`src/hw/cpu_pkg.sv`:
```
`default_nettype none

package cpu_pkg;

	// major opcodes, instr[30:25]
	localparam logic [5:0] op_ty_base = 6'b100000;
	localparam logic [5:0] op_addi = 6'b101000;
	localparam logic [5:0] op_ori = 6'b101100;
	localparam logic [5:0] op_xori = 6'b101011;
	localparam logic [5:0] op_movi = 6'b100010;
	localparam logic [5:0] op_lwi = 6'b000010;
	localparam logic [5:0] op_swi = 6'b001010;
	localparam logic [5:0] op_ty_ls = 6'b011100;
	localparam logic [5:0] op_ty_b = 6'b100110;
	localparam logic [5:0] op_j = 6'b100100;

	// base sub-ops, instr[4:0]
	localparam logic [4:0] sub_add = 5'b00000;
	localparam logic [4:0] sub_sub = 5'b00001;
	localparam logic [4:0] sub_and = 5'b00010;
	localparam logic [4:0] sub_xor = 5'b00011;
	localparam logic [4:0] sub_or = 5'b00100;
	localparam logic [4:0] sub_slli = 5'b01000;
	localparam logic [4:0] sub_srli = 5'b01001;
	localparam logic [4:0] sub_rotri = 5'b01011;

	localparam logic [7:0] sub_lw = 8'b00000010;
	localparam logic [7:0] sub_sw = 8'b00001010;

	// branch sub-op sits in instr[14]
	localparam logic sub_beq = 1'b0;
	localparam logic sub_bne = 1'b1;

	localparam int imem_addr_bits = 8;
	localparam int dmem_addr_bits = 8;

	typedef enum logic [2:0] {
		alu_add, alu_sub, alu_and, alu_or, alu_xor, alu_srl, alu_sll, alu_ror
	} alu_op_t;

	typedef enum logic [2:0] {
		src2_reg, src2_imm5, src2_ext, src2_index, src2_cmp
	} src2_sel_t;

	typedef enum logic [1:0] {ext_sign15, ext_zero15, ext_sign20, ext_word15} imm_ext_sel_t;
	typedef enum logic [1:0] {wb_alu, wb_imm, wb_load} wb_sel_t;
	typedef enum logic [1:0] {pc_seq, pc_branch, pc_jump} pc_sel_t;

	typedef enum logic [2:0] {
		st_fetch, st_decode, st_execute, st_memaccess, st_writeback
	} stage_t;

	typedef struct packed {
		logic spare;
		logic [5:0] opcode;
		logic [4:0] rt;
		logic [4:0] ra;
		logic [4:0] rb;
		logic [1:0] sv;
		logic [7:0] sub;
	} instr_reg_view;

	// the 24-bit jump offset overlays rt[3:0], so only the top bit of rt is left here
	typedef struct packed {
		logic spare;
		logic [5:0] opcode;
		logic rt_msb;
		logic [23:0] value;
	} instr_imm_view;

	typedef union packed {
		instr_reg_view regs;
		instr_imm_view imm;
	} instr_u;

endpackage

`default_nettype wire
```
`src/hw/ctrl_if.sv`:
```
`timescale 1ns/100ps
`default_nettype none

interface ctrl_if
	import cpu_pkg::*;
();
	logic fetch_en;
	logic decode_en;
	logic execute_en;
	logic mem_en;
	logic writeback_en;
	alu_op_t alu_op;
	src2_sel_t src2_sel;
	imm_ext_sel_t imm_ext_sel;
	wb_sel_t wb_sel;
	pc_sel_t pc_sel;
	logic reg_write;
	logic dm_read;
	logic dm_write;
	instr_u instr;
	logic alu_zero;

	modport controller (
		output fetch_en, decode_en, execute_en, mem_en, writeback_en,
		output alu_op, src2_sel, imm_ext_sel, wb_sel, pc_sel,
		output reg_write, dm_read, dm_write,
		input instr, alu_zero
	);

	modport datapath (
		input fetch_en, decode_en, execute_en, mem_en, writeback_en,
		input alu_op, src2_sel, imm_ext_sel, wb_sel, pc_sel,
		input reg_write, dm_read, dm_write,
		output instr, alu_zero
	);
endinterface

`default_nettype wire

```
`src/hw/datapath.sv`:
```
`timescale 1ns/100ps
`default_nettype none

module datapath
	import cpu_pkg::*;
(
	input logic clock,
	input logic reset,
	ctrl_if.datapath ctrl,
	input logic [31:0] imem_rdata,
	output logic [imem_addr_bits-1:0] pc_word,
	output logic [dmem_addr_bits-1:0] dmem_addr,
	output logic [31:0] dmem_wdata,
	input logic [31:0] dmem_rdata,
	output logic [4:0] reg_write_addr,
	output logic [31:0] reg_write_data
);
	logic [31:0] pc;
	logic [31:0] pc_next;
	logic [31:0] result_q;
	logic [31:0] imm_q;
	logic [31:0] load_q;
	logic [31:0] imm_ext;
	logic [31:0] src2;
	logic [31:0] alu_result;
	logic [31:0] ra_data;
	logic [31:0] rb_data;
	logic [4:0] rb_addr;
	logic alu_zero;
	logic [23:0] imm;

	assign imm = ctrl.instr.imm.value;

	always_comb begin
		case (ctrl.imm_ext_sel)
			ext_sign15: imm_ext = {{17{imm[14]}}, imm[14:0]};
			ext_zero15: imm_ext = {17'd0, imm[14:0]};
			ext_sign20: imm_ext = {{12{imm[19]}}, imm[19:0]};
			default: imm_ext = {{15{imm[14]}}, imm[14:0], 2'b00};
		endcase
	end

	// port b reads rt for branch compares and for store data
	assign rb_addr = (ctrl.mem_en || ctrl.src2_sel == src2_cmp) ?
		ctrl.instr.regs.rt : ctrl.instr.regs.rb;

	always_comb begin
		case (ctrl.src2_sel)
			src2_imm5: src2 = {27'd0, ctrl.instr.regs.rb};
			src2_ext: src2 = imm_ext;
			src2_index: src2 = rb_data << ctrl.instr.regs.sv;
			default: src2 = rb_data;
		endcase
	end

	regfile u_regfile (
		.clock(clock),
		.reset(reset),
		.ra_addr(ctrl.instr.regs.ra),
		.rb_addr(rb_addr),
		.ra_data(ra_data),
		.rb_data(rb_data),
		.write(ctrl.reg_write),
		.write_addr(ctrl.instr.regs.rt),
		.write_data(reg_write_data)
	);

	alu u_alu (
		.op(ctrl.alu_op),
		.a(ra_data),
		.b(src2),
		.result(alu_result),
		.zero(alu_zero)
	);

	always_comb begin
		case (ctrl.pc_sel)
			pc_branch: pc_next = pc + {{17{imm[13]}}, imm[13:0], 1'b0};
			pc_jump: pc_next = pc + {{7{imm[23]}}, imm[23:0], 1'b0};
			default: pc_next = pc + 32'd4;
		endcase
	end

	always_ff @(posedge clock or posedge reset) begin
		if (reset) begin
			pc <= '0;
			ctrl.instr <= '0;
			ctrl.alu_zero <= 1'b0;
		end else begin
			if (ctrl.decode_en) begin
				ctrl.instr <= imem_rdata;
			end
			if (ctrl.execute_en) begin
				ctrl.alu_zero <= alu_zero;
			end
			if (ctrl.writeback_en) begin
				pc <= pc_next;
			end
		end
	end

	// operand and result registers
	always_ff @(posedge clock) begin
		if (ctrl.execute_en) begin
			result_q <= alu_result;
			imm_q <= imm_ext;
		end
		if (ctrl.dm_read) begin
			load_q <= dmem_rdata;
		end
	end

	// read address goes out in execute so the data is back during memaccess
	assign dmem_addr = ctrl.execute_en ? alu_result[dmem_addr_bits+1:2] :
		result_q[dmem_addr_bits+1:2];
	assign dmem_wdata = rb_data;
	assign pc_word = pc[imem_addr_bits+1:2];

	assign reg_write_addr = ctrl.instr.regs.rt;
	assign reg_write_data = (ctrl.wb_sel == wb_load) ? load_q :
		(ctrl.wb_sel == wb_imm) ? imm_q : result_q;
endmodule

`default_nettype wire

```
`src/hw/alu.sv`:
```
`timescale 1ns/100ps
`default_nettype none

module alu
	import cpu_pkg::*;
(
	input alu_op_t op,
	input logic [31:0] a,
	input logic [31:0] b,
	output logic [31:0] result,
	output logic zero
);
	logic [4:0] shamt;
	logic [63:0] rot;

	assign shamt = b[4:0];
	// rotate as a shift of the doubled word
	assign rot = {a, a} >> shamt;

	always_comb begin
		case (op)
			alu_add: result = a + b;
			alu_sub: result = a - b;
			alu_and: result = a & b;
			alu_or: result = a | b;
			alu_xor: result = a ^ b;
			alu_srl: result = a >> shamt;
			alu_sll: result = a << shamt;
			default: result = rot[31:0];
		endcase
	end

	assign zero = (result == 32'd0);
endmodule

`default_nettype wire

```
`src/hw/regfile.sv`:
```
`timescale 1ns/100ps
`default_nettype none

module regfile (
	input logic clock,
	input logic reset,
	input logic [4:0] ra_addr,
	input logic [4:0] rb_addr,
	output logic [31:0] ra_data,
	output logic [31:0] rb_data,
	input logic write,
	input logic [4:0] write_addr,
	input logic [31:0] write_data
);
	logic [31:0] regs [32];

	always_ff @(posedge clock or posedge reset) begin
		if (reset) begin
			for (int i = 0; i < 32; i++) begin
				regs[i] <= '0;
			end
		end else if (write) begin
			regs[write_addr] <= write_data;
		end
	end

	// asynchronous read
	assign ra_data = regs[ra_addr];
	assign rb_data = regs[rb_addr];
endmodule

`default_nettype wire

```
`src/flat_wrapper.sv`:
```
// flat-port wrapper written by rule: the top's interface ports become plain ports
module datapath_flat import cpu_pkg::*;
  (clock, reset, imem_rdata, pc_word, dmem_addr, dmem_wdata, dmem_rdata, reg_write_addr, reg_write_data, ctrl_fetch_en, ctrl_decode_en, ctrl_execute_en, ctrl_mem_en, ctrl_writeback_en, ctrl_alu_op, ctrl_src2_sel, ctrl_imm_ext_sel, ctrl_wb_sel, ctrl_pc_sel, ctrl_reg_write, ctrl_dm_read, ctrl_dm_write, ctrl_instr, ctrl_alu_zero);
  ctrl_if ctrl_i ();
  input logic clock;
  input logic reset;
  input logic [31:0] imem_rdata;
  output logic [imem_addr_bits-1:0] pc_word;
  output logic [dmem_addr_bits-1:0] dmem_addr;
  output logic [31:0] dmem_wdata;
  input logic [31:0] dmem_rdata;
  output logic [4:0] reg_write_addr;
  output logic [31:0] reg_write_data;
  input wire logic [$bits(ctrl_i.fetch_en)-1:0] ctrl_fetch_en;
  input wire logic [$bits(ctrl_i.decode_en)-1:0] ctrl_decode_en;
  input wire logic [$bits(ctrl_i.execute_en)-1:0] ctrl_execute_en;
  input wire logic [$bits(ctrl_i.mem_en)-1:0] ctrl_mem_en;
  input wire logic [$bits(ctrl_i.writeback_en)-1:0] ctrl_writeback_en;
  input wire logic [$bits(ctrl_i.alu_op)-1:0] ctrl_alu_op;
  input wire logic [$bits(ctrl_i.src2_sel)-1:0] ctrl_src2_sel;
  input wire logic [$bits(ctrl_i.imm_ext_sel)-1:0] ctrl_imm_ext_sel;
  input wire logic [$bits(ctrl_i.wb_sel)-1:0] ctrl_wb_sel;
  input wire logic [$bits(ctrl_i.pc_sel)-1:0] ctrl_pc_sel;
  input wire logic [$bits(ctrl_i.reg_write)-1:0] ctrl_reg_write;
  input wire logic [$bits(ctrl_i.dm_read)-1:0] ctrl_dm_read;
  input wire logic [$bits(ctrl_i.dm_write)-1:0] ctrl_dm_write;
  output wire logic [$bits(ctrl_i.instr)-1:0] ctrl_instr;
  output wire logic [$bits(ctrl_i.alu_zero)-1:0] ctrl_alu_zero;
  assign ctrl_i.fetch_en = ctrl_fetch_en;
  assign ctrl_i.decode_en = ctrl_decode_en;
  assign ctrl_i.execute_en = ctrl_execute_en;
  assign ctrl_i.mem_en = ctrl_mem_en;
  assign ctrl_i.writeback_en = ctrl_writeback_en;
  assign ctrl_i.alu_op = ctrl_alu_op;
  assign ctrl_i.src2_sel = ctrl_src2_sel;
  assign ctrl_i.imm_ext_sel = ctrl_imm_ext_sel;
  assign ctrl_i.wb_sel = ctrl_wb_sel;
  assign ctrl_i.pc_sel = ctrl_pc_sel;
  assign ctrl_i.reg_write = ctrl_reg_write;
  assign ctrl_i.dm_read = ctrl_dm_read;
  assign ctrl_i.dm_write = ctrl_dm_write;
  assign ctrl_instr = ctrl_i.instr;
  assign ctrl_alu_zero = ctrl_i.alu_zero;
  datapath u_core (.clock(clock), .reset(reset), .ctrl(ctrl_i), .imem_rdata(imem_rdata), .pc_word(pc_word), .dmem_addr(dmem_addr), .dmem_wdata(dmem_wdata), .dmem_rdata(dmem_rdata), .reg_write_addr(reg_write_addr), .reg_write_data(reg_write_data));
endmodule
```
`config.mk`:
```
export PLATFORM = sky130hd
export DESIGN_NAME = datapath_flat
export DESIGN_NICKNAME = d
export VERILOG_FILES = /design/src/hw/cpu_pkg.sv /design/src/hw/ctrl_if.sv /design/src/hw/datapath.sv /design/src/hw/alu.sv /design/src/hw/regfile.sv /design/src/flat_wrapper.sv
export SDC_FILE = /design/constraint.sdc
export NUM_CORES = 2
export LEC_CHECK = 0
export ABC_AREA = 0
export CAP_MARGIN = 20
export CORE_MARGIN = 2
export CORE_UTILIZATION = 55
export DETAILED_ROUTE_END_ITERATION = 10
export DONT_BUFFER_PORTS = 1
export HOLD_SLACK_MARGIN = 0.12
export PLACE_DENSITY_LB_ADDON = 0.1
export SETUP_SLACK_MARGIN = 0.15
export SYNTH_ARGS = -nofsm -noshare
export SYNTH_HDL_FRONTEND = slang
export SYNTH_HIERARCHICAL = 1
export SYNTH_SLANG_ARGS = --single-unit
```
`constraint.sdc`:
```
create_clock -name clock -period 42.8 [get_ports clock]
set_clock_uncertainty 0.05 [all_clocks]
set_input_delay 2.14 -clock clock [delete_from_list [all_inputs] [get_ports clock]]
set_output_delay 2.14 -clock clock [all_outputs]
set_load 0.02 [all_outputs]
```
==> parameters.txt <==
Parameter                              Value

Clock network
  H-tree levels    4
  Hold-fix buffer count after cts    0
  Clock latency reported for the late side of the worst-skew pair    0.80 ns
  Clock edge transition at the registers on the reported setup and hold paths    roughly 0.060 ns
  Max clock buf depth    3
  # clock sinks    approximately 1200
  Buffer cell driving the clock tree root    sky130_fd_sc_hd__clkbuf_16
  Number of clock buffers inserted by TritonCTS    ~130
  Post-cts resize count    0
  Number of buffers inserted to repair setup after CTS    0
  CTS tree    built

Drt
  Detail-routed net length per standard cell    around 33 um
  Antenna viol nets, final    0
  Initial DRC Count    between 6000 and 7000
  Via count normalized by instance count    roughly 7
  Count of vias placed by the detailed router    between 50000 and 60000
  Detailed-route DRC error count    0
  Wire length after detailed routing    273000 um
  First-pass detailed-route iteration total    8

Power
  Net switching power of the design    roughly 1900 uW
  Combinational cell fraction of total power    40.7%
  Leak Pwr    0.0355 uW
  Internal power component    3000 uW
  Switching fraction of total power    around two fifths
  Seq pwr share    36.6%
  Power Dens Cells    62.8 nW/um^2
  VDD IR-drop max    0.0488 mV
  Power share of the clock group    22.7%

Synthesis
  Synthesized-area fraction occupied by ao, oa, aoi and oai cells    between 10% and 20%
  Dominant cells by area after synthesis    sky130_fd_sc_hd__dfrtp_1 36%, sky130_fd_sc_hd__mux2_2 17%, sky130_fd_sc_hd__mux2i_1 15%, sky130_fd_sc_hd__edfxtp_1 3.4%, sky130_fd_sc_hd__mux4_2 2.4%
  Top FF cell, synth    sky130_fd_sc_hd__dfrtp_1
  Share of flip-flops with an asynchronous set or reset    ~90%
  Count of warnings emitted by yosys    6
  Share of the synthesized area in the top cell type    a little over a third
  Part of the Yosys area used for sequential elements    approximately two fifths
  Xor-xnor portion of the synthesized cell area    0.594%
  Multiplexer share of the synthesized area    about a third
  Post-synth EDFFs    84
  Dominant combinational cell family by area after synthesis    multiplexers
  Number of nets produced by synthesis    about 6800
  Dominant cell type by area after synthesis    sky130_fd_sc_hd__dfrtp_1
  Unique cell type count in the Yosys netlist    97
  Synthesized-area fraction occupied by and/or/nand/nor cells    ~6.9%
  Synthesized instance count    between 6000 and 7000
  Adder-cell share of the synthesized area    under 10%
  Cell Area, Synth    73600 sq um
  Seq cells post-synth    1150
  Avg Cell Area, Syn    11.1 sq um

Setup path
  Worst flop-to-flop path startpoint    u_core/ctrl.instr[11]
  Element type at the critical path end    flip-flop
  Worst reg-to-reg setup slack    between 20 and 30 ns
  Worst endpoint required time    ~43 ns
  Launching element type of the critical path    input pin
  Kind of critical path    in2reg
  Capture point of the worst reg-to-reg path    u_core/ctrl.alu_zero
  Critical Path Max Stage Delay    approximately 0.79 ns
  Worst-case reg-to-reg path depth    33
  Arrival time reported for the critical path endpoint    16.06 ns
  Critical-path cell with the highest stage delay    sky130_fd_sc_hd__mux2_8
  Maximum net fanout on the critical path    between 100 and 150
  Start point of the critical path    ctrl_src2_sel[0]

Global route
  Via count of the first global-routing pass    around 55000
  Number of antenna violations at the first check in global routing    12
  Overall global routing resource usage    around two fifths
  Pin count of the biggest net entering global routing    150
  Overflow left after global routing    0
  First-pass GRT wire length    slightly below 400000 um

STA
  Minimum hold slack    about 0.46 ns
  Aggregate negative setup slack    0 ns
  Transition at the pin with the smallest max-transition slack    roughly 1.3 ns
  Count of pins over their slew limit    0
  Final hold vios    0
  Final setup violation count    0
  Tmin final    approximately 15 ns
  Slew headroom    about 15%
  Max Freq    about 0.065 GHz
  Unrepaired setup endpoints after global routing    no
  Ratio of final minimum period to clock period    a little over a third

Layout
  Share of post-route cells with drive strength above 1    a little over a quarter
  Final design area excluding fillers    approximately 79000 sq um
  Non-Filler Instances    approximately 8200
  Filler cell count    approximately 11000
  Layout area overhead    7.05%
  Highest-count cells in the layout ignoring fill and taps    1127 x sky130_fd_sc_hd__mux2i_1, 1087 x sky130_fd_sc_hd__mux2_2, 1063 x sky130_fd_sc_hd__dfrtp_1, 389 x sky130_fd_sc_hd__nand2_1, 309 x sky130_fd_sc_hd__a21oi_1
  Post-layout net count    6493
  Commonest non-fill, non-tap cell in the layout    sky130_fd_sc_hd__mux2i_1

Hold path
  Class of the worst hold path    reg2reg
  Worst Hold Depth    1
  Worst hold path startpoint    u_core/u_regfile/regs[588]
  Hold worst-path end    u_core/u_regfile/regs[588]

Placement
  Placed cells    just under 8000
  Port bufs    0
  Post-detailed-placement cell area    74300 sq um
  DP Wirelength    about 170000 um
  GP Congestion    1.06

Run
  Total of max-cap violations    0

Die
  Number of top-level pins    a little over 200
  Width of the die    between 300 and 400 um
  Die Y    approximately 370 um
  Initial Util    a little under three fifths
  Floorplan die area    roughly 140000 sq um
  Row count    134
  Area inside the core boundary    roughly 130000 sq um

Run status
  Status    finished clean
cell type report:
type | count | area [sq um] | share of cell area (%)
flip-flops and latches | 1150 | 29200 | 37.1
clock inverters | 39 | 475 | 0.604
diodes | 6 | 15.0 | 0.0191
multi-input cells | 4739 | 41100 | 52.3
clock buffers | 192 | 3760 | 4.78
repair buffers | 188 | 1590 | 2.02
well taps | 1768 | 2210 | 2.81
inverters | 87 | 334 | 0.424
routing by layer:
| layer | global-route usage, % | routed length (um) | vias to the layer above |
|---|---|---|---|
| met4 | 17.8 | 13500 | 12 |
| li1 | - | - | 24100 |
| met3 | 10.3 | 27600 | 689 |
| met1 | 53.2 | 113000 | 29400 |
| met2 | 58.6 | 119000 | 3016 |
| met5 | 0 | 84 | - |
through the flow:
step / utilization (%) / worst slack, ns / total power (uW)
after detailed placement: 55.8 / 27.00 / 3770
after global routing: 59.1 / 27.18 / 5170
after CTS: 59.0 / 27.83 / 4900
final: 59.1 / 27.42 / 4940
after global placement: 55.8 / 27.06 / 3710
after floorplan: - / 11.79 / 3180
sequential cells by signal (all words and copies together), names as in the netlist:
| register | count |
|---|---|
| u_core/ctrl.alu_zero | 1 |
| u_core/ctrl.instr | 32 |
| u_core/imm_q | 20 |
| u_core/load_q | 32 |
| u_core/pc | 9 |
| u_core/result_q | 32 |
| u_core/u_regfile/regs | 1024 |
Yosys cell counts (50+ instances only):
| master | number |
|---|---|
| sky130_fd_sc_hd__inv_1 | 84 |
| sky130_fd_sc_hd__ha_1 | 106 |
| sky130_fd_sc_hd__buf_2 | 164 |
| sky130_fd_sc_hd__buf_4 | 73 |
| sky130_fd_sc_hd__a211oi_1 | 50 |
| sky130_fd_sc_hd__a22oi_1 | 201 |
| sky130_fd_sc_hd__mux2_2 | 1088 |
| sky130_fd_sc_hd__a22o_1 | 131 |
| sky130_fd_sc_hd__nor3_1 | 92 |
| sky130_fd_sc_hd__edfxtp_1 | 84 |
| sky130_fd_sc_hd__nor2_1 | 133 |
| sky130_fd_sc_hd__a21oi_1 | 328 |
| sky130_fd_sc_hd__mux2i_1 | 1127 |
| sky130_fd_sc_hd__clkbuf_1 | 301 |
| sky130_fd_sc_hd__nand3_1 | 232 |
| sky130_fd_sc_hd__dfrtp_1 | 1066 |
| sky130_fd_sc_hd__o21ai_0 | 141 |
| sky130_fd_sc_hd__a31oi_1 | 76 |
| sky130_fd_sc_hd__nand2_1 | 407 |
| sky130_fd_sc_hd__mux4_2 | 80 |
| sky130_fd_sc_hd__buf_6 | 61 |
how the worst max path moves through the flow:
stage | to | slack [ns] | depth (start not counted)
3_5_place_dp | u_core/ctrl.alu_zero | 27.00 | 33
3_3_place_gp | u_core/ctrl.alu_zero | 27.06 | 33
4_1_cts | u_core/ctrl.alu_zero | 27.83 | 33
2_1_floorplan | u_core/u_regfile/regs[0] | 11.79 | 1
5_1_grt | u_core/ctrl.alu_zero | 27.18 | 33
6_report | u_core/ctrl.alu_zero | 27.42 | 35
kinds of logic (layout without fill, tap and decap cells):
| kind of cell | count (synthesis) | in the layout |
|---|---|---|
| AO/OA/AOI/OAI | 1186 | 1186 |
| XOR/XNOR | 49 | 49 |
| adder cells (fa/ha/maj) | 108 | 108 |
| buffers and inverters | 723 | 506 |
| flip-flops | 1150 | 1150 |
| multiplexers | 2336 | 2336 |
| other | 0 | 6 |
| AND/OR/NAND/NOR | 1060 | 1060 |
power groups by stage:
stage          logic [uW]  clock network [uW]  registers (uW)
2_1_floorplan        1450                   0            1730
3_5_place_dp         1950                   0            1810
5_1_grt              2130                1190            1860
6_report             2010                1120            1810
4_1_cts              1960                1140            1800
3_3_place_gp         1930                   0            1780
critical path, delay by kind of cell:
family                     cells  cell delay, ns
xor gates and xnor gates       1            0.23
adders and majority gates      1            0.34
AOI/OAI and AO/OA             10            2.17
and+or+nand+nor               14            5.29
buffers and inverters          5            3.63
muxes                          4            1.73
Power figures use the tool's default switching activity.
