--- src/hw/cpu_pkg.sv ---
`default_nettype none

package cpu_pkg;

	// major opcodes, instr[30:25]
	localparam logic [5:0] op_ty_base = 6'b100000;
	localparam logic [5:0] op_addi = 6'b101000;
	localparam logic [5:0] op_ori = 6'b101100;
	localparam logic [5:0] op_xori = 6'b101011;
	localparam logic [5:0] op_movi = 6'b100010;
	localparam logic [5:0] op_lwi = 6'b000010;
	localparam logic [5:0] op_swi = 6'b001010;
	localparam logic [5:0] op_ty_ls = 6'b011100;
	localparam logic [5:0] op_ty_b = 6'b100110;
	localparam logic [5:0] op_j = 6'b100100;

	// base sub-ops, instr[4:0]
	localparam logic [4:0] sub_add = 5'b00000;
	localparam logic [4:0] sub_sub = 5'b00001;
	localparam logic [4:0] sub_and = 5'b00010;
	localparam logic [4:0] sub_xor = 5'b00011;
	localparam logic [4:0] sub_or = 5'b00100;
	localparam logic [4:0] sub_slli = 5'b01000;
	localparam logic [4:0] sub_srli = 5'b01001;
	localparam logic [4:0] sub_rotri = 5'b01011;

	localparam logic [7:0] sub_lw = 8'b00000010;
	localparam logic [7:0] sub_sw = 8'b00001010;

	// branch sub-op sits in instr[14]
	localparam logic sub_beq = 1'b0;
	localparam logic sub_bne = 1'b1;

	localparam int imem_addr_bits = 8;
	localparam int dmem_addr_bits = 8;

	typedef enum logic [2:0] {
		alu_add, alu_sub, alu_and, alu_or, alu_xor, alu_srl, alu_sll, alu_ror
	} alu_op_t;

	typedef enum logic [2:0] {
		src2_reg, src2_imm5, src2_ext, src2_index, src2_cmp
	} src2_sel_t;

	typedef enum logic [1:0] {ext_sign15, ext_zero15, ext_sign20, ext_word15} imm_ext_sel_t;
	typedef enum logic [1:0] {wb_alu, wb_imm, wb_load} wb_sel_t;
	typedef enum logic [1:0] {pc_seq, pc_branch, pc_jump} pc_sel_t;

	typedef enum logic [2:0] {
		st_fetch, st_decode, st_execute, st_memaccess, st_writeback
	} stage_t;

	typedef struct packed {
		logic spare;
		logic [5:0] opcode;
		logic [4:0] rt;
		logic [4:0] ra;
		logic [4:0] rb;
		logic [1:0] sv;
		logic [7:0] sub;
	} instr_reg_view;

	// the 24-bit jump offset overlays rt[3:0], so only the top bit of rt is left here
	typedef struct packed {
		logic spare;
		logic [5:0] opcode;
		logic rt_msb;
		logic [23:0] value;
	} instr_imm_view;

	typedef union packed {
		instr_reg_view regs;
		instr_imm_view imm;
	} instr_u;

endpackage

`default_nettype wire
--- src/hw/ctrl_if.sv ---
`timescale 1ns/100ps
`default_nettype none

interface ctrl_if
	import cpu_pkg::*;
();
	logic fetch_en;
	logic decode_en;
	logic execute_en;
	logic mem_en;
	logic writeback_en;
	alu_op_t alu_op;
	src2_sel_t src2_sel;
	imm_ext_sel_t imm_ext_sel;
	wb_sel_t wb_sel;
	pc_sel_t pc_sel;
	logic reg_write;
	logic dm_read;
	logic dm_write;
	instr_u instr;
	logic alu_zero;

	modport controller (
		output fetch_en, decode_en, execute_en, mem_en, writeback_en,
		output alu_op, src2_sel, imm_ext_sel, wb_sel, pc_sel,
		output reg_write, dm_read, dm_write,
		input instr, alu_zero
	);

	modport datapath (
		input fetch_en, decode_en, execute_en, mem_en, writeback_en,
		input alu_op, src2_sel, imm_ext_sel, wb_sel, pc_sel,
		input reg_write, dm_read, dm_write,
		output instr, alu_zero
	);
endinterface

`default_nettype wire

--- src/hw/controller.sv ---
`timescale 1ns/100ps
`default_nettype none

module controller
	import cpu_pkg::*;
(
	input logic clock,
	input logic reset,
	ctrl_if.controller ctrl
);
	stage_t state;
	stage_t state_next;
	logic [5:0] opcode;
	logic [4:0] sub_base;
	logic [7:0] sub_ls;
	logic sub_b;
	logic dec_reg_write;
	logic dec_dm_read;
	logic dec_dm_write;
	logic taken;

	assign opcode = ctrl.instr.regs.opcode;
	assign sub_base = ctrl.instr.regs.sub[4:0];
	assign sub_ls = ctrl.instr.regs.sub;
	assign sub_b = ctrl.instr.imm.value[14];

	always_ff @(posedge clock or posedge reset) begin
		if (reset) begin
			state <= st_fetch;
		end else begin
			state <= state_next;
		end
	end

	always_comb begin
		case (state)
			st_fetch: state_next = st_decode;
			st_decode: state_next = st_execute;
			st_execute: state_next = st_memaccess;
			st_memaccess: state_next = st_writeback;
			default: state_next = st_fetch;
		endcase
	end

	assign ctrl.fetch_en = (state == st_fetch);
	assign ctrl.decode_en = (state == st_decode);
	assign ctrl.execute_en = (state == st_execute);
	assign ctrl.mem_en = (state == st_memaccess);
	assign ctrl.writeback_en = (state == st_writeback);

	// instruction decode, unknown encodings fall through to no write
	always_comb begin
		ctrl.alu_op = alu_add;
		ctrl.src2_sel = src2_reg;
		ctrl.imm_ext_sel = ext_sign15;
		ctrl.wb_sel = wb_alu;
		dec_reg_write = 1'b0;
		dec_dm_read = 1'b0;
		dec_dm_write = 1'b0;
		case (opcode)
			op_ty_base: begin
				dec_reg_write = 1'b1;
				case (sub_base)
					sub_add: ctrl.alu_op = alu_add;
					sub_sub: ctrl.alu_op = alu_sub;
					sub_and: ctrl.alu_op = alu_and;
					sub_or: ctrl.alu_op = alu_or;
					sub_xor: ctrl.alu_op = alu_xor;
					sub_srli: begin
						ctrl.alu_op = alu_srl;
						ctrl.src2_sel = src2_imm5;
					end
					sub_slli: begin
						ctrl.alu_op = alu_sll;
						ctrl.src2_sel = src2_imm5;
					end
					sub_rotri: begin
						ctrl.alu_op = alu_ror;
						ctrl.src2_sel = src2_imm5;
					end
					default: dec_reg_write = 1'b0;
				endcase
			end
			op_addi, op_ori, op_xori: begin
				ctrl.src2_sel = src2_ext;
				dec_reg_write = 1'b1;
				if (opcode == op_addi) begin
					ctrl.alu_op = alu_add;
				end else begin
					ctrl.alu_op = (opcode == op_ori) ? alu_or : alu_xor;
					ctrl.imm_ext_sel = ext_zero15;
				end
			end
			op_movi: begin
				ctrl.src2_sel = src2_ext;
				ctrl.imm_ext_sel = ext_sign20;
				ctrl.wb_sel = wb_imm;
				dec_reg_write = 1'b1;
			end
			op_lwi, op_swi: begin
				ctrl.src2_sel = src2_ext;
				ctrl.imm_ext_sel = ext_word15;
				ctrl.wb_sel = wb_load;
				dec_reg_write = (opcode == op_lwi);
				dec_dm_read = (opcode == op_lwi);
				dec_dm_write = (opcode == op_swi);
			end
			op_ty_ls: begin
				ctrl.src2_sel = src2_index;
				ctrl.wb_sel = wb_load;
				dec_reg_write = (sub_ls == sub_lw);
				dec_dm_read = (sub_ls == sub_lw);
				dec_dm_write = (sub_ls == sub_sw);
			end
			op_ty_b: begin
				// ra minus rt, zero means equal
				ctrl.alu_op = alu_sub;
				ctrl.src2_sel = src2_cmp;
			end
			default: dec_reg_write = 1'b0;
		endcase
	end

	assign ctrl.reg_write = dec_reg_write & ctrl.writeback_en;
	assign ctrl.dm_read = dec_dm_read & ctrl.mem_en;
	assign ctrl.dm_write = dec_dm_write & ctrl.mem_en;

	assign taken = (sub_b == sub_beq) ? ctrl.alu_zero : !ctrl.alu_zero;

	always_comb begin
		case (opcode)
			op_ty_b: ctrl.pc_sel = taken ? pc_branch : pc_seq;
			op_j: ctrl.pc_sel = pc_jump;
			default: ctrl.pc_sel = pc_seq;
		endcase
	end
endmodule

`default_nettype wire

--- src/flat_wrapper.sv ---
// flat-port wrapper written by rule: the top's interface ports become plain ports
module controller_flat import cpu_pkg::*;
  (clock, reset, ctrl_fetch_en, ctrl_decode_en, ctrl_execute_en, ctrl_mem_en, ctrl_writeback_en, ctrl_alu_op, ctrl_src2_sel, ctrl_imm_ext_sel, ctrl_wb_sel, ctrl_pc_sel, ctrl_reg_write, ctrl_dm_read, ctrl_dm_write, ctrl_instr, ctrl_alu_zero);
  ctrl_if ctrl_i ();
  input logic clock;
  input logic reset;
  output wire logic [$bits(ctrl_i.fetch_en)-1:0] ctrl_fetch_en;
  output wire logic [$bits(ctrl_i.decode_en)-1:0] ctrl_decode_en;
  output wire logic [$bits(ctrl_i.execute_en)-1:0] ctrl_execute_en;
  output wire logic [$bits(ctrl_i.mem_en)-1:0] ctrl_mem_en;
  output wire logic [$bits(ctrl_i.writeback_en)-1:0] ctrl_writeback_en;
  output wire logic [$bits(ctrl_i.alu_op)-1:0] ctrl_alu_op;
  output wire logic [$bits(ctrl_i.src2_sel)-1:0] ctrl_src2_sel;
  output wire logic [$bits(ctrl_i.imm_ext_sel)-1:0] ctrl_imm_ext_sel;
  output wire logic [$bits(ctrl_i.wb_sel)-1:0] ctrl_wb_sel;
  output wire logic [$bits(ctrl_i.pc_sel)-1:0] ctrl_pc_sel;
  output wire logic [$bits(ctrl_i.reg_write)-1:0] ctrl_reg_write;
  output wire logic [$bits(ctrl_i.dm_read)-1:0] ctrl_dm_read;
  output wire logic [$bits(ctrl_i.dm_write)-1:0] ctrl_dm_write;
  input wire logic [$bits(ctrl_i.instr)-1:0] ctrl_instr;
  input wire logic [$bits(ctrl_i.alu_zero)-1:0] ctrl_alu_zero;
  assign ctrl_fetch_en = ctrl_i.fetch_en;
  assign ctrl_decode_en = ctrl_i.decode_en;
  assign ctrl_execute_en = ctrl_i.execute_en;
  assign ctrl_mem_en = ctrl_i.mem_en;
  assign ctrl_writeback_en = ctrl_i.writeback_en;
  assign ctrl_alu_op = ctrl_i.alu_op;
  assign ctrl_src2_sel = ctrl_i.src2_sel;
  assign ctrl_imm_ext_sel = ctrl_i.imm_ext_sel;
  assign ctrl_wb_sel = ctrl_i.wb_sel;
  assign ctrl_pc_sel = ctrl_i.pc_sel;
  assign ctrl_reg_write = ctrl_i.reg_write;
  assign ctrl_dm_read = ctrl_i.dm_read;
  assign ctrl_dm_write = ctrl_i.dm_write;
  assign ctrl_i.instr = ctrl_instr;
  assign ctrl_i.alu_zero = ctrl_alu_zero;
  controller u_core (.clock(clock), .reset(reset), .ctrl(ctrl_i));
endmodule
--- config.mk ---
export PLATFORM = sky130hd
export DESIGN_NAME = controller_flat
export DESIGN_NICKNAME = d
export VERILOG_FILES = /design/src/hw/cpu_pkg.sv /design/src/hw/ctrl_if.sv /design/src/hw/controller.sv /design/src/flat_wrapper.sv
export SDC_FILE = /design/constraint.sdc
export NUM_CORES = 1
export LEC_CHECK = 0
export ABC_AREA = 1
export BUFFER_PORTS_ARGS = -buffer_cell sky130_fd_sc_hd__buf_4
export CAP_MARGIN = 40
export CORE_MARGIN = 2
export CORE_UTILIZATION = 38
export CTS_CLUSTER_DIAMETER = 120
export DETAILED_ROUTE_END_ITERATION = 8
export PLACE_DENSITY = 0.84
export SKIP_CTS_REPAIR_TIMING = 1
export SYNTH_ARGS = -nofsm -noshare
export SYNTH_HDL_FRONTEND = slang
export SYNTH_SLANG_ARGS = --single-unit
--- constraint.sdc ---
create_clock -name clock -period 2 [get_ports clock]
set_input_delay 0.2 -clock clock [delete_from_list [all_inputs] [get_ports clock]]
set_output_delay 0.2 -clock clock [all_outputs]
set_load 0.1 [all_outputs]
==> impl_metrics.env, run 1 <==
export IMPL_tightest_slew_ps=344
export IMPL_worstPathRequired_ps=1800
export IMPL_crit_family="buffers and inverters"
export IMPL_status="completed"
export IMPL_netlist_cell_type_count=21
export IMPL_final_nets=181
export IMPL_drtIter0Drc=16
export IMPL_vias_per_cell=4.91
export IMPL_numCtsBuffers=3
export IMPL_fin_crit_ps=1600
export IMPL_cts_tree="yes"
export IMPL_start_kind="input pin"
export IMPL_ys_seq_elements=3
export IMPL_cts_num_sinks=3
export IMPL_crit_path_top_delay_cell="buf_4"
export IMPL_die_w_um=42.7
export IMPL_grt_ovfl_total=0
export IMPL_dpl_cell_count=155
export IMPL_core_area_um2=1350
export IMPL_grt_max_degree=7
export IMPL_finalSetupTns_ps=0
export IMPL_crit_arrival_ps=1400
export IMPL_crit_chain="buf_4 -> inv_12 -> nor2_4 -> nand3_1 -> o21bai_1 -> a21oi_4 -> buf_4"
export IMPL_largestRegisters="u_core.state: 3 flops"
export IMPL_crit_fanout=6
export IMPL_io_buffers=37
export IMPL_setup_viol=0
export IMPL_rsz0062_at_grt="no"
export IMPL_crit_path_end_kind="primary output"
export IMPL_holdWs_ps=405
export IMPL_post_dp_cell_area_um2=972
export IMPL_syn_nets=138
export IMPL_critPathKind="input pin to primary output"
export IMPL_fill_cells=107
export IMPL_finalPower_uw=314
export IMPL_min_path_type="input pin to async pin"
export IMPL_routed_wl_mm=1.71
export IMPL_ios=55
export IMPL_layout_common_cells="buf_4, inv_1, nand2_1"
export IMPL_avgSynthCellArea_um2=5.52
export IMPL_grt_pass1_wl_mm=2.75
export IMPL_crit_path_max_incr_delay_ps=290
export IMPL_drtPass1Iterations=4
export IMPL_routedWlPerCell_um=10.7
export IMPL_slew_violations=0
export IMPL_row_count=13
export IMPL_largest_reg_flops=3
export IMPL_final_cells=160
export IMPL_insertion_delay_ps=230
export IMPL_grt_total_usage=0.192
export IMPL_cts_buffer_depth=2
export IMPL_multi_input_area_um2=502
export IMPL_regArea_um2=75.1
export IMPL_place_gp_congestion=0.849
export IMPL_maxCapViolations=0
export IMPL_diodes=0
export IMPL_drive_gt1_frac=0.455
export IMPL_ant_nets=0
export IMPL_hpwl_mm=1.45
export IMPL_hold_viol=0
export IMPL_num_vias=785
export IMPL_postLayoutCellArea_um2=1010
export IMPL_synthCells=103
export IMPL_cts_max_level=1
export IMPL_regMostFlops="u_core.state"
export IMPL_skew_ps=1.12
export IMPL_drc=0
export IMPL_synth_seq_area_share=0.132
export IMPL_cp_buffers_inverters=3
export IMPL_peakVddDrop_uv=323
export IMPL_die_area_um2=1820
export IMPL_max_freq_mhz=623
export IMPL_grt_pass1_vias=743
export IMPL_relSlewSlack=0.768
export IMPL_power_density_nw_per_um2=311
export IMPL_ys_warn_count=0
export IMPL_grt_antenna_before_repair=0
export IMPL_syn_to_final_growth_pct=77.5
export IMPL_syn_area_um2=568
export IMPL_initial_utilization=0.421
export IMPL_clk_pin_slew_ps=40
export IMPL_cts_root_buf="clkbuf_4"
export IMPL_leakage_nw=0.596
export IMPL_die_y_um=42.7
export IMPL_final_common_cell="buf_4"
export IMPL_timing_final_crit_share=0.802
export IMPL_critPathMostFrequentCell="buf_4"
[stage by stage]
step            util  setup WS [ps]
2_1_floorplan      -           -322
3_3_place_gp   0.720            400
3_5_place_dp   0.720            376
4_1_cts        0.740            385
5_1_grt        0.747            280
6_report       0.747            395
[worst min-delay path: stages]
cell           delay, ps
dlygate4sd3_1        540
buf_4                130
inv_1                 90
[final cells by class]
cell class,count,share of cell area
Inverter,23,0.0980
Clock buffer,4,0.0261
Multi-Input combinational cell,77,0.498
Tap cell,15,0.0186
Sequential cell,3,0.0744
Timing Repair Buffer,38,0.285
[Yosys cell counts (all sizes together)]
cell     n  share of area
nor2    24           0.21
inv     23           0.15
nand2   21           0.14
nand3   15           0.15
nor3     4          0.055
a21oi    3          0.026
dfrtp    3           0.13
o21ai    3          0.026
nand3b   1          0.035
nand4    1          0.011
nor4     1          0.011
o21bai   1          0.013
o22ai    1          0.011
or2      1          0.011
xnor2    1          0.015
[final timing paths]
| check | start | slack [ps] | depth (start not counted) | end |
|---|---|---|---|---|
| max reg2reg | u_core.state[2] | 1010 | 2 | u_core.state[1] |
| max | ctrl_instr[30] | 400 | 7 | ctrl_reg_write |
| min | reset | 410 | 3 | u_core.state[1] |
| min in group clock | u_core.state[0] | 460 | 1 | u_core.state[0] |
| min reg2reg | u_core.state[0] | 460 | 1 | u_core.state[0] |
| max in group asynchronous | reset | 1470 | 3 | u_core.state[0] |
[cells by family after synthesis]
logic type	count (synthesis)	share of synthesized area
AO/OA/AOI/OAI	8	0.0771
XOR/XNOR	1	0.0154
buffers and inverters	23	0.152
flip-flops	3	0.132
AND/OR/NAND/NOR	68	0.623
[power breakdown]
group | switching (mW) | internal [mW]
Combinational | 0.101 | 0.0498
Sequential | 0 | 0.0611
Clock | 0.0278 | 0.0745
[per-layer routing]
metal,up-vias,part of all wire,track usage
li1,411,-,-
met1,344,0.40,0.212
met2,28,0.54,0.330
met3,2,0.057,0.0383
met4,0,0.0047,0.119
met5,-,0,0
No activity file was read; power rests on OpenSTA's default activity.
==> run 2, diff against run 1 <==
--- a/config.mk
+++ b/config.mk
@@ -9,10 +9,10 @@
 export BUFFER_PORTS_ARGS = -buffer_cell sky130_fd_sc_hd__buf_4
 export CAP_MARGIN = 40
 export CORE_MARGIN = 2
-export CORE_UTILIZATION = 38
+export CORE_UTILIZATION = 35
 export CTS_CLUSTER_DIAMETER = 120
 export DETAILED_ROUTE_END_ITERATION = 8
-export PLACE_DENSITY = 0.84
+export PLACE_DENSITY = 0.78
 export SKIP_CTS_REPAIR_TIMING = 1
 export SYNTH_ARGS = -nofsm -noshare
 export SYNTH_HDL_FRONTEND = slang
==> constraint.sdc (replaced) <==
create_clock -name clock -period 1.5 [get_ports clock]
set_input_delay 0.15 -clock clock [delete_from_list [all_inputs] [get_ports clock]]
set_output_delay 0.15 -clock clock [all_outputs]
set_load 0.1 [all_outputs]
==> impl_metrics.env, run 2 (same netlist as run 1, synthesis figures left out) <==
export IMPL_regMostFlops="u_core.state"
export IMPL_worstPathRequired_ps=1350
export IMPL_cts_num_sinks=3
export IMPL_power_density_nw_per_um2=379
export IMPL_crit_chain="nor2_2 -> inv_2 -> nor2_4 -> inv_2 -> a21oi_4 -> buf_12"
export IMPL_core_area_um2=1510
export IMPL_rsz0062_at_grt="yes"
export IMPL_rrSetupSlack_ps=530
export IMPL_grt_pass1_wl_mm=3.29
export IMPL_relSlewSlack=0.815
export IMPL_hpwl_mm=1.64
export IMPL_io_buffers=37
export IMPL_r2r_end="u_core.state[1]"
export IMPL_diodes=0
export IMPL_max_freq_mhz=696
export IMPL_ios=55
export IMPL_place_gp_congestion=0.870
export IMPL_final_nets=188
export IMPL_combPwrFrac=0.503
export IMPL_num_vias=805
export IMPL_crit_family="flip-flops"
export IMPL_p_int_uw=260
export IMPL_fill_cells=117
export IMPL_critPathKind="flop to primary output"
export IMPL_die_y_um=44.3
export IMPL_peakVddDrop_uv=458
export IMPL_cts_buffer_depth=2
export IMPL_min_path_type="input pin to async pin"
export IMPL_cp_buffers_inverters=3
export IMPL_cts_tree="yes"
export IMPL_die_w_um=44.3
export IMPL_ant_nets=0
export IMPL_vias_per_cell=4.79
export IMPL_status="completed"
export IMPL_row_count=14
export IMPL_routedWlPerCell_um=11.3
export IMPL_grt_total_usage=0.227
export IMPL_grt_antenna_before_repair=0
export IMPL_cts_max_level=1
export IMPL_postLayoutCoreUtil=0.769
export IMPL_leakage_nw=0.632
export IMPL_timing_final_crit_share=0.958
export IMPL_crit_path_top_delay_cell="dfrtp_1"
export IMPL_final_common_cell="buf_4"
export IMPL_start_kind="flop"
export IMPL_critPathMostFrequentCell="inv_2"
export IMPL_finalSetupTns_ps=0
export IMPL_timing_reg2reg_worst_path_depth=3
export IMPL_grt_pass1_vias=836
export IMPL_slew_violations=0
export IMPL_hold_viol=0
export IMPL_largestRegisters="u_core.state: 3 flops"
export IMPL_crit_path_end_kind="primary output"
export IMPL_grt_max_degree=7
export IMPL_die_area_um2=1960
export IMPL_drive_gt1_frac=0.566
export IMPL_insertion_delay_ps=230
export IMPL_clock_power_share=0.312
export IMPL_drtIter0Drc=13
export IMPL_skew_ps=0.145
export IMPL_grt_ovfl_total=0
export IMPL_fin_crit_ps=1440
export IMPL_drc=0
export IMPL_crit_path_max_incr_delay_ps=410
export IMPL_syn_to_final_growth_pct=104
export IMPL_initial_utilization=0.377
export IMPL_clk_pin_slew_ps=30
export IMPL_drtPass1Iterations=4
export IMPL_cts_root_buf="clkbuf_4"
export IMPL_setup_viol=0
export IMPL_final_cells=168
export IMPL_numCtsBuffers=3
export IMPL_p_sw_uw=180
export IMPL_pwr_share_seq=0.185
export IMPL_dpl_cell_count=163
export IMPL_holdWs_ps=348
export IMPL_crit_arrival_ps=1290
export IMPL_maxCapViolations=0
export IMPL_layout_common_cells="buf_4, nand2_1, inv_1"
export IMPL_tightest_slew_ps=281
export IMPL_largest_reg_flops=3
export IMPL_crit_fanout=4
export IMPL_finalPower_uw=439
export IMPL_r2r_start="u_core.state[2]"
export IMPL_switching_share=0.409
export IMPL_routed_wl_mm=1.90
## run 2: changes by cell type in the layout (fill, tap and decap cells not counted), moves of 3 or more
cell and change:
nor2_4 +4, nand3_2 +3, inv_1 -6, nor2_1 -3
inv_2 +4, buf_12 +3
## run 2: worst max path at each step
| stage | endpoint | depth (start not counted) | from |
|---|---|---|---|
| 3_3_place_gp | ctrl_reg_write | 7 | ctrl_instr[30] |
| 5_1_grt | ctrl_reg_write | 6 | u_core.state[0] |
| 3_5_place_dp | ctrl_reg_write | 7 | ctrl_instr[30] |
| 4_1_cts | ctrl_reg_write | 6 | u_core.state[1] |
| 2_1_floorplan | ctrl_pc_sel[0] | 6 | ctrl_instr[30] |
| 6_report | ctrl_reg_write | 6 | u_core.state[0] |
## run 2: power by group through the flow
stage | Sequential, mW | Clock (mW) | Combinational (mW)
6_report | 0.0814 | 0.137 | 0.221
5_1_grt | 0.0813 | 0.151 | 0.236
4_1_cts | 0.0814 | 0.144 | 0.215
3_5_place_dp | 0.0824 | 0 | 0.215
3_3_place_gp | 0.0824 | 0 | 0.209
2_1_floorplan | 0.0824 | 0 | 0.130
## run 2: layout make-up
cell class,instances,area (um^2),area share
inverters,23,109,0.0940
multi-input cells,77,541,0.467
repair buffers,45,385,0.333
flip-flops and latches,3,77.6,0.0670
clock buffers,4,26.3,0.0227
well taps,16,20.0,0.0173
## run 2: worst min-delay path, stage by stage
cell and delay [ps]:
dlygate4sd3_1 530, buf_4 130, inv_1 90
## run 2: routing by layer
| layer | vias up | global-route usage | wire length (um) |
|---|---|---|---|
| met5 | - | 0 | 0 |
| met4 | 0 | 0.103 | 0 |
| met3 | 0 | 0.0367 | 114 |
| met2 | 27 | 0.424 | 1090 |
| met1 | 357 | 0.248 | 698 |
| li1 | 421 | - | - |
## run 2: stage by stage
step / area (um^2) / worst slack [ps]
after floorplan: 723 / -522
after global placement: 1070 / 23.0
after detailed placement: 1070 / -4.23
after CTS: 1100 / -104
after global routing: 1160 / -18.7
final: 1160 / 62.3
